### config.mk
export PLATFORM = sky130hd
export DESIGN_NAME = gnn_debug_top
export DESIGN_NICKNAME = d
export VERILOG_FILES = /design/src/rtl/gnn_debug_pkg.sv /design/src/rtl/gnn_debug_top.sv /design/src/rtl/debug_readout.sv /design/src/rtl/addr_watch.sv /design/src/rtl/stage_monitor.sv /design/src/rtl/probe_capture.sv
export SDC_FILE = /design/constraint.sdc
export NUM_CORES = 1
export LEC_CHECK = 0
export BUFFER_PORTS_ARGS = -buffer_cell sky130_fd_sc_hd__buf_2
export CAP_MARGIN = 0
export CORE_ASPECT_RATIO = 1.1
export CORE_MARGIN = 3
export CORE_UTILIZATION = 60
export DETAILED_ROUTE_END_ITERATION = 12
export PLACE_DENSITY_LB_ADDON = 0.12
export REMOVE_ABC_BUFFERS = 1
export SKIP_CTS_REPAIR_TIMING = 1
export SYNTH_ARGS = -nofsm -noshare
export SYNTH_HDL_FRONTEND = slang
export SYNTH_SLANG_ARGS = --single-unit
export TNS_END_PERCENT = 30
### constraint.sdc
create_clock -name clk -period 3.1 [get_ports clk]
set_clock_uncertainty 0.05 [all_clocks]
set_input_delay 0.62 -clock clk [delete_from_list [all_inputs] [get_ports clk]]
set_output_delay 0.62 -clock clk [all_outputs]
set_load 0.005 [all_outputs]
### src/rtl/gnn_debug_pkg.sv
package gnn_debug_pkg;

  localparam int NUM_STAGES = 4;
  localparam int CNT_W      = 32;
  localparam int DBG_W      = 32;

  // accelerator buffer port widths
  localparam int WH_ADDR_W   = 14;
  localparam int PE_DATA_W   = 12;
  localparam int FEAT_ADDR_W = 16;

  localparam logic [FEAT_ADDR_W-1:0] FEAT_ADDR_LIMIT = 16'd43328; // first illegal address

  localparam int NUM_SPARSE_DATA = 12; // build id

  typedef enum logic [1:0] {
    STAGE_SPMM = 2'd0,
    STAGE_DMVM = 2'd1,
    STAGE_SM   = 2'd2,
    STAGE_AGGR = 2'd3
  } stage_e;

  typedef enum logic [2:0] {
    SEL_FLAGS      = 3'd0,
    SEL_XFER_CNT   = 3'd1,
    SEL_STALL_CNT  = 3'd2,
    SEL_WATCH0     = 3'd3,
    SEL_WATCH1     = 3'd4,
    SEL_FEAT_FLAGS = 3'd5,
    SEL_BUILD_ID   = 3'd6
  } debug_sel_e;

endpackage
### src/rtl/gnn_debug_top.sv
module gnn_debug_top (
  input  logic                                   clk,
  input  logic                                   rst_n,
  input  logic [gnn_debug_pkg::NUM_STAGES-1:0]   vld_i,
  input  logic [gnn_debug_pkg::NUM_STAGES-1:0]   rdy_i,
  input  logic [gnn_debug_pkg::WH_ADDR_W-1:0]    wh_addr_i,
  input  logic [gnn_debug_pkg::PE_DATA_W-1:0]    pe_data_i,
  input  logic                                   pe_strobe_i,
  input  logic                                   feat_ena_i,
  input  logic [gnn_debug_pkg::FEAT_ADDR_W-1:0]  feat_addr_i,
  input  logic                                   clear_i,
  input  logic [gnn_debug_pkg::WH_ADDR_W-1:0]    watch_addr0_i,
  input  logic [gnn_debug_pkg::WH_ADDR_W-1:0]    watch_addr1_i,
  input  gnn_debug_pkg::debug_sel_e              debug_sel_i,
  input  gnn_debug_pkg::stage_e                  stage_sel_i,
  output logic [gnn_debug_pkg::DBG_W-1:0]        debug_o
);

  logic [gnn_debug_pkg::NUM_STAGES-1:0]  vld_q;
  logic [gnn_debug_pkg::NUM_STAGES-1:0]  rdy_q;
  logic [gnn_debug_pkg::NUM_STAGES-1:0]  xfer_q;
  logic [gnn_debug_pkg::NUM_STAGES-1:0]  stall_q;
  logic [gnn_debug_pkg::WH_ADDR_W-1:0]   wh_addr_q;
  logic [gnn_debug_pkg::PE_DATA_W-1:0]   pe_data_q;
  logic                                  pe_strobe_q;
  logic                                  feat_ena_q;
  logic [gnn_debug_pkg::FEAT_ADDR_W-1:0] feat_addr_q;
  logic                                  clr_q;

  logic [gnn_debug_pkg::NUM_STAGES-1:0]                          seen_vld;
  logic [gnn_debug_pkg::NUM_STAGES-1:0]                          seen_rdy;
  logic [gnn_debug_pkg::NUM_STAGES-1:0][gnn_debug_pkg::CNT_W-1:0] xfer_cnt;
  logic [gnn_debug_pkg::NUM_STAGES-1:0][gnn_debug_pkg::CNT_W-1:0] stall_cnt;
  logic [gnn_debug_pkg::PE_DATA_W-1:0]                           watch0;
  logic [gnn_debug_pkg::PE_DATA_W-1:0]                           watch1;
  logic                                                          feat_seen;
  logic                                                          feat_over;

  probe_capture u_capture (
    .clk, .rst_n, .vld_i, .rdy_i, .wh_addr_i, .pe_data_i, .pe_strobe_i,
    .feat_ena_i, .feat_addr_i, .clear_i,
    .vld_o(vld_q), .rdy_o(rdy_q), .xfer_o(xfer_q), .stall_o(stall_q),
    .wh_addr_o(wh_addr_q), .pe_data_o(pe_data_q), .pe_strobe_o(pe_strobe_q),
    .feat_ena_o(feat_ena_q), .feat_addr_o(feat_addr_q), .clear_o(clr_q)
  );

  // one monitor per stage, indexed in stage_e order
  for (genvar g = 0; g < gnn_debug_pkg::NUM_STAGES; g++) begin : g_stage
    stage_monitor u_mon (
      .clk, .rst_n,
      .vld_i(vld_q[g]), .rdy_i(rdy_q[g]), .xfer_i(xfer_q[g]), .stall_i(stall_q[g]),
      .clear_i(clr_q),
      .seen_vld_o(seen_vld[g]), .seen_rdy_o(seen_rdy[g]),
      .xfer_cnt_o(xfer_cnt[g]), .stall_cnt_o(stall_cnt[g])
    );
  end

  addr_watch u_watch (
    .clk, .rst_n,
    .wh_addr_i(wh_addr_q), .pe_data_i(pe_data_q), .pe_strobe_i(pe_strobe_q),
    .watch_addr0_i, .watch_addr1_i,  // software regs, not pipelined
    .feat_ena_i(feat_ena_q), .feat_addr_i(feat_addr_q), .clear_i(clr_q),
    .watch0_o(watch0), .watch1_o(watch1),
    .feat_seen_o(feat_seen), .feat_over_o(feat_over)
  );

  debug_readout u_readout (
    .clk, .rst_n, .debug_sel_i, .stage_sel_i,
    .seen_vld_i(seen_vld), .seen_rdy_i(seen_rdy),
    .xfer_cnt_i(xfer_cnt), .stall_cnt_i(stall_cnt),
    .watch0_i(watch0), .watch1_i(watch1),
    .feat_seen_i(feat_seen), .feat_over_i(feat_over),
    .debug_o
  );

endmodule

### src/rtl/debug_readout.sv
module debug_readout (
  input  logic                                                          clk,
  input  logic                                                          rst_n,
  input  gnn_debug_pkg::debug_sel_e                                     debug_sel_i,
  input  gnn_debug_pkg::stage_e                                         stage_sel_i,
  input  logic [gnn_debug_pkg::NUM_STAGES-1:0]                          seen_vld_i,
  input  logic [gnn_debug_pkg::NUM_STAGES-1:0]                          seen_rdy_i,
  input  logic [gnn_debug_pkg::NUM_STAGES-1:0][gnn_debug_pkg::CNT_W-1:0] xfer_cnt_i,
  input  logic [gnn_debug_pkg::NUM_STAGES-1:0][gnn_debug_pkg::CNT_W-1:0] stall_cnt_i,
  input  logic [gnn_debug_pkg::PE_DATA_W-1:0]                           watch0_i,
  input  logic [gnn_debug_pkg::PE_DATA_W-1:0]                           watch1_i,
  input  logic                                                          feat_seen_i,
  input  logic                                                          feat_over_i,
  output logic [gnn_debug_pkg::DBG_W-1:0]                               debug_o
);

  logic [gnn_debug_pkg::DBG_W-1:0] flags_word;
  logic [gnn_debug_pkg::DBG_W-1:0] sel_word;

  // spmm pair in bits 7:6 down to aggr pair in bits 1:0
  always_comb begin
    flags_word = '0;
    for (int s = 0; s < gnn_debug_pkg::NUM_STAGES; s++) begin
      flags_word[7-2*s] = seen_vld_i[s];
      flags_word[6-2*s] = seen_rdy_i[s];
    end
  end

  always_comb begin
    case (debug_sel_i)
      gnn_debug_pkg::SEL_FLAGS:
        sel_word = flags_word;
      gnn_debug_pkg::SEL_XFER_CNT:
        sel_word = gnn_debug_pkg::DBG_W'(xfer_cnt_i[stage_sel_i]);
      gnn_debug_pkg::SEL_STALL_CNT:
        sel_word = gnn_debug_pkg::DBG_W'(stall_cnt_i[stage_sel_i]);
      gnn_debug_pkg::SEL_WATCH0:
        sel_word = gnn_debug_pkg::DBG_W'(watch0_i);
      gnn_debug_pkg::SEL_WATCH1:
        sel_word = gnn_debug_pkg::DBG_W'(watch1_i);
      gnn_debug_pkg::SEL_FEAT_FLAGS:
        sel_word = {{(gnn_debug_pkg::DBG_W-2){1'b0}}, feat_over_i, feat_seen_i};
      gnn_debug_pkg::SEL_BUILD_ID:
        sel_word = gnn_debug_pkg::DBG_W'(gnn_debug_pkg::NUM_SPARSE_DATA);
      default:
        sel_word = '0;  // spare opcode
    endcase
  end

  always_ff @(posedge clk or negedge rst_n) begin
    if (!rst_n)
      debug_o <= '0;
    else
      debug_o <= sel_word;
  end

endmodule

### src/rtl/addr_watch.sv
module addr_watch (
  input  logic                                   clk,
  input  logic                                   rst_n,
  input  logic [gnn_debug_pkg::WH_ADDR_W-1:0]    wh_addr_i,
  input  logic [gnn_debug_pkg::PE_DATA_W-1:0]    pe_data_i,
  input  logic                                   pe_strobe_i,
  input  logic [gnn_debug_pkg::WH_ADDR_W-1:0]    watch_addr0_i,
  input  logic [gnn_debug_pkg::WH_ADDR_W-1:0]    watch_addr1_i,
  input  logic                                   feat_ena_i,
  input  logic [gnn_debug_pkg::FEAT_ADDR_W-1:0]  feat_addr_i,
  input  logic                                   clear_i,
  output logic [gnn_debug_pkg::PE_DATA_W-1:0]    watch0_o,
  output logic [gnn_debug_pkg::PE_DATA_W-1:0]    watch1_o,
  output logic                                   feat_seen_o,
  output logic                                   feat_over_o
);

  logic hit0;
  logic hit1;
  logic over_lim;

  assign hit0     = pe_strobe_i && (wh_addr_i == watch_addr0_i);
  assign hit1     = pe_strobe_i && (wh_addr_i == watch_addr1_i);
  assign over_lim = (feat_addr_i >= gnn_debug_pkg::FEAT_ADDR_LIMIT);

  always_ff @(posedge clk or negedge rst_n) begin
    if (!rst_n) begin
      watch0_o    <= '0;
      watch1_o    <= '0;
      feat_seen_o <= 1'b0;
      feat_over_o <= 1'b0;
    end else if (clear_i) begin
      watch0_o    <= '0;
      watch1_o    <= '0;
      feat_seen_o <= 1'b0;
      feat_over_o <= 1'b0;
    end else begin
      if (hit0)
        watch0_o <= pe_data_i;
      if (hit1)
        watch1_o <= pe_data_i; // both slots load if addresses are equal
      if (feat_ena_i)
        feat_seen_o <= 1'b1;
      if (feat_ena_i && over_lim)
        feat_over_o <= 1'b1;
    end
  end

endmodule

### src/rtl/stage_monitor.sv
module stage_monitor (
  input  logic                              clk,
  input  logic                              rst_n,
  input  logic                              vld_i,
  input  logic                              rdy_i,
  input  logic                              xfer_i,
  input  logic                              stall_i,
  input  logic                              clear_i,
  output logic                              seen_vld_o,
  output logic                              seen_rdy_o,
  output logic [gnn_debug_pkg::CNT_W-1:0]   xfer_cnt_o,
  output logic [gnn_debug_pkg::CNT_W-1:0]   stall_cnt_o
);

  logic xfer_max;
  logic stall_max;

  assign xfer_max  = &xfer_cnt_o;
  assign stall_max = &stall_cnt_o;

  // sticky flags
  always_ff @(posedge clk or negedge rst_n) begin
    if (!rst_n) begin
      seen_vld_o <= 1'b0;
      seen_rdy_o <= 1'b0;
    end else if (clear_i) begin
      seen_vld_o <= 1'b0;
      seen_rdy_o <= 1'b0;
    end else begin
      seen_vld_o <= seen_vld_o | vld_i;
      seen_rdy_o <= seen_rdy_o | rdy_i;
    end
  end

  // counters hold at all ones
  always_ff @(posedge clk or negedge rst_n) begin
    if (!rst_n) begin
      xfer_cnt_o  <= '0;
      stall_cnt_o <= '0;
    end else if (clear_i) begin  // clear beats a same-cycle event
      xfer_cnt_o  <= '0;
      stall_cnt_o <= '0;
    end else begin
      if (xfer_i && !xfer_max)
        xfer_cnt_o <= xfer_cnt_o + 1'b1;
      if (stall_i && !stall_max)
        stall_cnt_o <= stall_cnt_o + 1'b1;
    end
  end

endmodule

### src/rtl/probe_capture.sv
module probe_capture (
  input  logic                                   clk,
  input  logic                                   rst_n,
  input  logic [gnn_debug_pkg::NUM_STAGES-1:0]   vld_i,
  input  logic [gnn_debug_pkg::NUM_STAGES-1:0]   rdy_i,
  input  logic [gnn_debug_pkg::WH_ADDR_W-1:0]    wh_addr_i,
  input  logic [gnn_debug_pkg::PE_DATA_W-1:0]    pe_data_i,
  input  logic                                   pe_strobe_i,
  input  logic                                   feat_ena_i,
  input  logic [gnn_debug_pkg::FEAT_ADDR_W-1:0]  feat_addr_i,
  input  logic                                   clear_i,
  output logic [gnn_debug_pkg::NUM_STAGES-1:0]   vld_o,
  output logic [gnn_debug_pkg::NUM_STAGES-1:0]   rdy_o,
  output logic [gnn_debug_pkg::NUM_STAGES-1:0]   xfer_o,
  output logic [gnn_debug_pkg::NUM_STAGES-1:0]   stall_o,
  output logic [gnn_debug_pkg::WH_ADDR_W-1:0]    wh_addr_o,
  output logic [gnn_debug_pkg::PE_DATA_W-1:0]    pe_data_o,
  output logic                                   pe_strobe_o,
  output logic                                   feat_ena_o,
  output logic [gnn_debug_pkg::FEAT_ADDR_W-1:0]  feat_addr_o,
  output logic                                   clear_o
);

  // one flop on every probe, the accelerator sits far away
  always_ff @(posedge clk or negedge rst_n) begin
    if (!rst_n) begin
      vld_o       <= '0;
      rdy_o       <= '0;
      wh_addr_o   <= '0;
      pe_data_o   <= '0;
      pe_strobe_o <= 1'b0;
      feat_ena_o  <= 1'b0;
      feat_addr_o <= '0;
      clear_o     <= 1'b0;
    end else begin
      vld_o       <= vld_i;
      rdy_o       <= rdy_i;
      wh_addr_o   <= wh_addr_i;
      pe_data_o   <= pe_data_i;
      pe_strobe_o <= pe_strobe_i;
      feat_ena_o  <= feat_ena_i;
      feat_addr_o <= feat_addr_i;
      clear_o     <= clear_i;
    end
  end

  assign xfer_o  = vld_o & rdy_o;  // from registered levels
  assign stall_o = vld_o & ~rdy_o;

endmodule

==> results.json, run 1 <==
{
  "p_leak_nw": 8.87,
  "hpwl_um": 40300,
  "area_growth_pct": 13.5,
  "grt_pass1_wl_um": 89600,
  "vias_per_cell": 6.82,
  "synth_edf_count": 0,
  "rows": 69,
  "status": "finished with violations",
  "worst_slew_pin_slew_ps": 1020,
  "place_area_mm2": 0.0213,
  "regArea_mm2": 0.00924,
  "antenna_found_initial": 1,
  "crit_path_start_kind": "flop",
  "power_density_mw_per_mm2": 458,
  "start_util_pct": 61.4,
  "postSynthAreaPerCell_um2": 10.1,
  "core-area_mm2": 0.0325,
  "cts_sinks": 369,
  "dr.pass1.iters": 6,
  "yosysWarnings": 0,
  "grt_overflow_total": 0,
  "drt_iter0_markers": 2060,
  "insertion_delay_ps": 530,
  "track_usage_pct": 31.4,
  "cp.arrival_ps": 3140,
  "holdCritPathClass": "primary input to asynchronous set/reset pin",
  "fp.dieH_um": 197,
  "endpoint_kind": "flop",
  "timing.hold.ws_ps": -16.1,
  "wl_um": 56300,
  "htree_levels": 2,
  "ys_ff_latch": 369,
  "slew_headroom_pct": 31.1,
  "finalSetupViolCount": 0,
  "fin_setup_tns_ps": 0,
  "synth_ff_type": "dfrtp_1",
  "tritoncts": "done",
  "clkTransAtPathRegs_ps": 60,
  "multi_input_area_mm2": 0.0103,
  "seq_area_frac_synth_pct": 46.2,
  "gp_congestion": 1.00,
  "stdcell_count": 2560,
  "drv_cap": 0,
  "drc_errors": 0,
  "io_pins": 120,
  "grt_max_degree": 75,
  "drv_slew": 0,
  "dp_worst_setup_slack_ps": 430,
  "fin_crit_sh_pct": 89.7,
  "design_area_mm2": 0.0227,
  "fp.dieW_um": 180,
  "setup_ws_ps": 320,
  "max_freq_ghz": 0.360,
  "nets": 2197,
  "io_buffers": 113,
  "period_minus_slack_ps": 2780,
  "irDropWorstVdd_v": 0.000460,
  "ant_nets": 0,
  "crit_type": "flop to flop",
  "cp.required_ps": 3460,
  "crit_chain": "nand4b_1, nor4_2, o21ai_1, nor4_1, mux2_2",
  "cp_num_buf_inv": 0,
  "num_vias": 17500,
  "rsz0062_at_grt": "no",
  "drive_gt1_share_pct": 16.9,
  "fillers": 2450,
  "grt_pass1_vias": 16400,
  "hold_viol": 6,
  "syn_area_mm2": 0.0200,
  "cp_max_fo": 7,
  "slowest_stage": "nor4_2",
  "synth_cell_type_count": 64,
  "numCtsBuffers": 40,
  "dp_cells": 2485,
  "die_area_mm2": 0.0355,
  "wire_per_inst_um": 22.0,
  "finalPower_mw": 10.4,
  "slowest_delay_ps": 650,
  "final_util_pct": 69.6,
  "ctsRootBufferMaster": "clkbuf_16",
  "violations": "hold timing",
  "clockBufferDepth": 3,
  "async_reset_ff_share_pct": 100,
  "syn_inst": 1980,
  "path_delay_family": "simple AND/OR/NAND/NOR gates"
}
-- path summary, 6_finish.rpt --
check	slack (ps)	startpoint	end	cells past startpoint
min	-20	rst_n	g_stage[0].u_mon.stall_cnt_o[4]$_DFFE_PN0P_	1
max in group asynchronous	2170	rst_n	g_stage[2].u_mon.xfer_cnt_o[4]$_DFFE_PN0P_	2
max	320	u_capture.vld_o[0]$_DFF_PN0_	g_stage[0].u_mon.stall_cnt_o[31]$_DFFE_PN0P_	5
max reg2reg	320	u_capture.vld_o[0]$_DFF_PN0_	g_stage[0].u_mon.stall_cnt_o[31]$_DFFE_PN0P_	5
min in group clk	140	wh_addr_i[1]	u_capture.wh_addr_o[1]$_DFF_PN0_	1
min reg2reg	450	g_stage[1].u_mon.seen_vld_o$_DFF_PN0_	g_stage[1].u_mon.seen_vld_o$_DFF_PN0_	2
-- flip-flops by register name, summed over array words and instances (netlist names) --
| signal | cells |
|---|---|
| u_watch.watch1_o | 12 |
| u_capture.feat_ena_o | 1 |
| u_capture.vld_o | 4 |
| u_capture.pe_strobe_o | 1 |
| u_watch.feat_over_o | 1 |
| u_readout.debug_o | 32 |
| u_capture.pe_data_o | 12 |
| u_watch.watch0_o | 12 |
| u_capture.wh_addr_o | 14 |
| g_stage.u_mon.xfer_cnt_o | 128 |
| g_stage.u_mon.seen_vld_o | 4 |
| u_capture.clear_o | 1 |
| g_stage.u_mon.seen_rdy_o | 4 |
| u_capture.feat_addr_o | 10 |
| g_stage.u_mon.stall_cnt_o | 128 |
| u_watch.feat_seen_o | 1 |
| u_capture.rdy_o | 4 |
-- kinds of logic after synthesis --
family / Yosys count / share of synthesized area [%]
simple gates: 816 / 22.5
compound gates: 444 / 13.8
flops: 369 / 46.2
buf+inv: 131 / 2.57
mux: 129 / 10.7
xor+xnor: 83 / 3.64
fa+ha+maj: 8 / 0.501
-- worst register-to-register path, stage by stage, from the launching register on --
cell      delay, ps
dfrtp_1         570
nand4b_1        370
nor4_2          650
o21ai_1         320
nor4_1          330
mux2_2          370
-- synthesized netlist by cell type, types with 4 or more instances --
| master | number | area [um2] |
|---|---|---|
| dfrtp_1 | 369 | 9230 |
| a21oi_1 | 167 | 836 |
| nor2_1 | 165 | 619 |
| o21ai_0 | 111 | 556 |
| or3_1 | 106 | 663 |
| nand2_1 | 102 | 383 |
| nand3_1 | 97 | 485 |
| clkbuf_1 | 75 | 282 |
| nand4_1 | 75 | 469 |
| or4_1 | 73 | 548 |
| mux4_2 | 66 | 1490 |
| o31ai_1 | 61 | 458 |
| xnor2_1 | 54 | 473 |
| nor3_1 | 40 | 200 |
| inv_1 | 39 | 146 |
| mux2i_1 | 39 | 390 |
| and4_1 | 31 | 272 |
| nor2b_1 | 29 | 181 |
| xor2_1 | 29 | 254 |
| nor4_1 | 27 | 169 |
| and3_1 | 24 | 150 |
| mux2_2 | 23 | 259 |
| a22o_1 | 20 | 175 |
| and2_1 | 12 | 75.1 |
| nand2b_1 | 12 | 75.1 |
| a22oi_1 | 10 | 75.1 |
| o2111ai_1 | 9 | 78.8 |
| o211ai_1 | 9 | 67.6 |
| buf_2 | 8 | 40.0 |
| ha_1 | 8 | 100 |
| buf_1 | 7 | 26.3 |
| a31o_2 | 6 | 52.6 |
| o22ai_1 | 6 | 37.5 |
| or2_2 | 6 | 37.5 |
| a211oi_1 | 5 | 37.5 |
| a31oi_1 | 4 | 25.0 |
| a32oi_1 | 4 | 35.0 |
| nand4b_1 | 4 | 35.0 |
| nor4_2 | 4 | 50.1 |
| o311ai_0 | 4 | 35.0 |
-- cell type report --
class	instances	share of cell area, %
Antenna cell	1	0.0110
Multi-Input combinational cell	1480	45.2
Tap cell	426	2.35
Inverter	39	0.646
Clock inverter	18	0.894
Clock buffer	56	5.08
Timing Repair Buffer	171	5.02
Sequential cell	369	40.7
-- power by group --
group	total [mW]	internal [mW]	switching, mW
logic	0.511	0.196	0.315
registers	4.95	4.87	0.0794
clock network	4.91	2.94	1.97
-- layer usage --
layer / up-vias / GRT usage, % / wire [um]
li1: 7809 / - / -
met5: - / 0 / 0
met4: 0 / 13.3 / 2710
met2: 860 / 46.9 / 25000
met3: 170 / 5.43 / 5050
met1: 8629 / 46.1 / 23500
-- layout by cell type (no fill, tap or decap), types with 23 or more instances in the layout --
| cell | count |
|---|---|
| dfrtp_1 | 368 |
| mux2i_1 | 39 |
| buf_4 | 49 |
| nand4_1 | 75 |
| and4_1 | 31 |
| nor2b_1 | 29 |
| nand2_1 | 102 |
| xnor2_1 | 54 |
| nor4_1 | 24 |
| or4_1 | 73 |
| mux2_2 | 23 |
| a21oi_1 | 167 |
| o21ai_0 | 111 |
| clkbuf_16 | 41 |
| buf_2 | 111 |
| nor3_1 | 40 |
| nand3_1 | 97 |
| o31ai_1 | 60 |
| and3_1 | 24 |
| inv_1 | 39 |
| or3_1 | 106 |
| mux4_2 | 66 |
| nor2_1 | 165 |
| xor2_1 | 29 |
Note: power is estimated with default switching activity, not from simulation.
==> run 2, diff against run 1 <==
--- a/config.mk
+++ b/config.mk
@@ -5,6 +5,7 @@
 export SDC_FILE = /design/constraint.sdc
 export NUM_CORES = 1
 export LEC_CHECK = 0
+export ABC_AREA = 1
 export BUFFER_PORTS_ARGS = -buffer_cell sky130_fd_sc_hd__buf_2
 export CAP_MARGIN = 0
 export CORE_ASPECT_RATIO = 1.1
==> run 2 against run 1 <==
  * The flow now finishes without violations
  * Combinational power grew 71%
  * Maximum frequency up 8.6%
  * Via count grew 42%
  * Sequential share of layout area decreased by 6.2 points
  * Count of clock-buffer cells in the layout stayed put
  * Wire length grew 41%
  * First-iteration DRC count increased by 27%
  * Critical path depth grew 4
  * Final cell count up 66%
  * Critical endpoint is now g_stage[1].u_mon.xfer_cnt_o[15]$_DFFE_PN0P_
  * Highest routed layer is now met5
==> results.json, run 2 <==
{
  "status": "finished clean",
  "ctsRootBufferMaster": "clkbuf_16",
  "num_antenna_cells": 0,
  "fp.dieW_um": 197,
  "syn_inst": 3621,
  "fillers": 3460,
  "max_freq_ghz": 0.391,
  "synth_commonest_cells": "nand2_1 (1284), nor2_1 (586), dfrtp_1 (369), inv_1 (281), nand3_1 (258)",
  "slowest_stage": "a21oi_1",
  "grt_overflow_total": 0,
  "cp.arrival_ps": 3050,
  "drc_errors": 0,
  "design_area_mm2": 0.0268,
  "finalPower_mw": 12.0,
  "num_vias": 24800,
  "grt_max_degree": 130,
  "yosysWarnings": 0,
  "numCtsBuffers": 44,
  "syn_area_mm2": 0.0240,
  "period_minus_slack_ps": 2560,
  "synth_cell_type_count": 34,
  "synth.top_cell.area_share_pct": 38.5,
  "p_leak_nw": 12.8,
  "crit_path_start_kind": "flop",
  "most-common-layout-cells": "nand2_1 (1284), nor2_1 (585), dfrtp_1 (368)",
  "ant_nets": 0,
  "postSynthAreaPerCell_um2": 6.62,
  "slew_headroom_pct": 27.0,
  "synth_most_common_cell": "nand2_1",
  "tritoncts": "done",
  "drv_slew": 0,
  "wl_um": 79100,
  "cp_max_fo": 13,
  "clkTransAtPathRegs_ps": 70,
  "path_delay_family": "compound AO/OA/AOI/OAI gates",
  "rows": 76,
  "slowest_delay_ps": 850,
  "drv_cap": 0,
  "io_buffers": 113,
  "dr.pass1.iters": 8,
  "track_usage_pct": 37.3,
  "hpwl_um": 57700,
  "place_area_mm2": 0.0250,
  "final_common_cell": "nand2_1",
  "drt_iter0_markers": 2618,
  "die_area_mm2": 0.0424,
  "fin_crit_sh_pct": 82.6,
  "io_pins": 120,
  "worst_slew_pin_slew_ps": 1100,
  "reg_top3": "g_stage.u_mon.stall_cnt_o x128, g_stage.u_mon.xfer_cnt_o x128, u_readout.debug_o x32",
  "cp.required_ps": 3590,
  "fp.dieH_um": 216,
  "ys_ff_latch": 369,
  "synth_area_leaders": "dfrtp_1 (39%), nand2_1 (20%), nor2_1 (9.2%)",
  "synth_ff_type": "dfrtp_1",
  "grt_pass1_wl_um": 126000,
  "vias_per_cell": 5.84,
  "endpoint_kind": "flop",
  "power_density_mw_per_mm2": 449,
  "cp_common_cell": "nor2_4",
  "drive_gt1_share_pct": 10.6,
  "cts_sinks": 369,
  "holdCritPathClass": "primary input to flop",
  "nets": 3799,
  "seq_area_frac_synth_pct": 38.5,
  "core-area_mm2": 0.0393,
  "irDropWorstVdd_v": 0.000468,
  "wire_per_inst_um": 18.6,
  "async_reset_ff_share_pct": 100,
  "crit_chain": "ha_1, inv_1, nor2_4, nand2_4, nor2_4, a21oi_1, buf_4, nand3_1, nand2_1",
  "synth_edf_count": 0,
  "yosys.area.top_type": "dfrtp_1",
  "grt_pass1_vias": 23500,
  "rsz0062_at_grt": "no",
  "hold_viol": 0,
  "area_growth_pct": 11.6,
  "gp_congestion": 1.01,
  "insertion_delay_ps": 620,
  "htree_levels": 2,
  "clockBufferDepth": 3,
  "start_util_pct": 61.1,
  "crit_type": "flop to flop",
  "finalSetupViolCount": 0,
  "cp_num_buf_inv": 2,
  "antenna_found_initial": 1
}
## run 2: final cells by class
cell class / count / area, um2 / area share (%)
clock buffer: 56 / 1240 / 4.62
clock inverter: 25 / 507 / 1.89
inverter: 292 / 1140 / 4.26
multi-input combinational: 2839 / 13000 / 48.5
sequential: 369 / 9240 / 34.5
tap: 507 / 634 / 2.37
timing repair buffer: 157 / 1040 / 3.87
## run 2: cell families (layout without fill, tap and decap cells)
group | count (synthesis) | after routing | synth area share, %
AND/OR/NAND/NOR | 2446 | 2446 | 43.7
buffers and inverters | 413 | 530 | 7.41
flip-flops | 369 | 369 | 38.5
AO/OA/AOI/OAI | 300 | 300 | 6.85
XOR/XNOR | 85 | 85 | 3.10
adder cells (fa/ha/maj) | 8 | 8 | 0.417
## run 2: power by group
| group | internal, mW | switching (mW) | total (mW) |
|---|---|---|---|
| combinational | 0.231 | 0.644 | 0.875 |
| clock | 3.87 | 2.34 | 6.21 |
| sequential | 4.88 | 0.0525 | 4.94 |
## run 2: metrics by stage
step | instances | hold slack (ps) | worst slack (ps) | setup TNS, ps | utilization [%]
3_3_place_gp | 4163 | 429 | 608 | 0 | 63.7
5_1_grt | 4245 | 46.8 | 304 | 0 | 68.2
6_report | 4245 | 58.8 | 541 | 0 | 68.2
3_5_place_dp | 4163 | 439 | 602 | 0 | 63.7
4_1_cts | 4244 | -105 | 558 | 0 | 68.1
2_1_floorplan | 3500 | 274 | -932 | -227880 | -
## run 2: worst paths after layout
path                                                       startpoint                                           end  slack (ps)  cells past startpoint
setup / recovery           g_stage[1].u_mon.xfer_cnt_o[0]$_DFFE_PN0P_   g_stage[1].u_mon.xfer_cnt_o[15]$_DFFE_PN0P_         540                      9
hold / removal                                          pe_data_i[11]             u_capture.pe_data_o[11]$_DFF_PN0_          60                      1
setup reg to reg           g_stage[1].u_mon.xfer_cnt_o[0]$_DFFE_PN0P_   g_stage[1].u_mon.xfer_cnt_o[15]$_DFFE_PN0P_         540                      9
hold reg to reg                       u_watch.watch1_o[7]$_DFFE_PN0P_               u_watch.watch1_o[7]$_DFFE_PN0P_         460                      2
max in group asynchronous                                       rst_n              u_capture.wh_addr_o[5]$_DFF_PN0_        1660                      3
min in group asynchronous                                       rst_n  g_stage[1].u_mon.stall_cnt_o[25]$_DFFE_PN0P_         480                      2
## run 2: per-layer routing
layer  vias to the layer above  global-route usage (%)  share of wire (%)
met5                         -                       0              0.016
met4                         2                    20.4                6.3
met3                       259                    6.03                8.5
met2                      1172                    58.0                 45
met1                     11600                    50.1                 41
li1                      11700                       -                  -
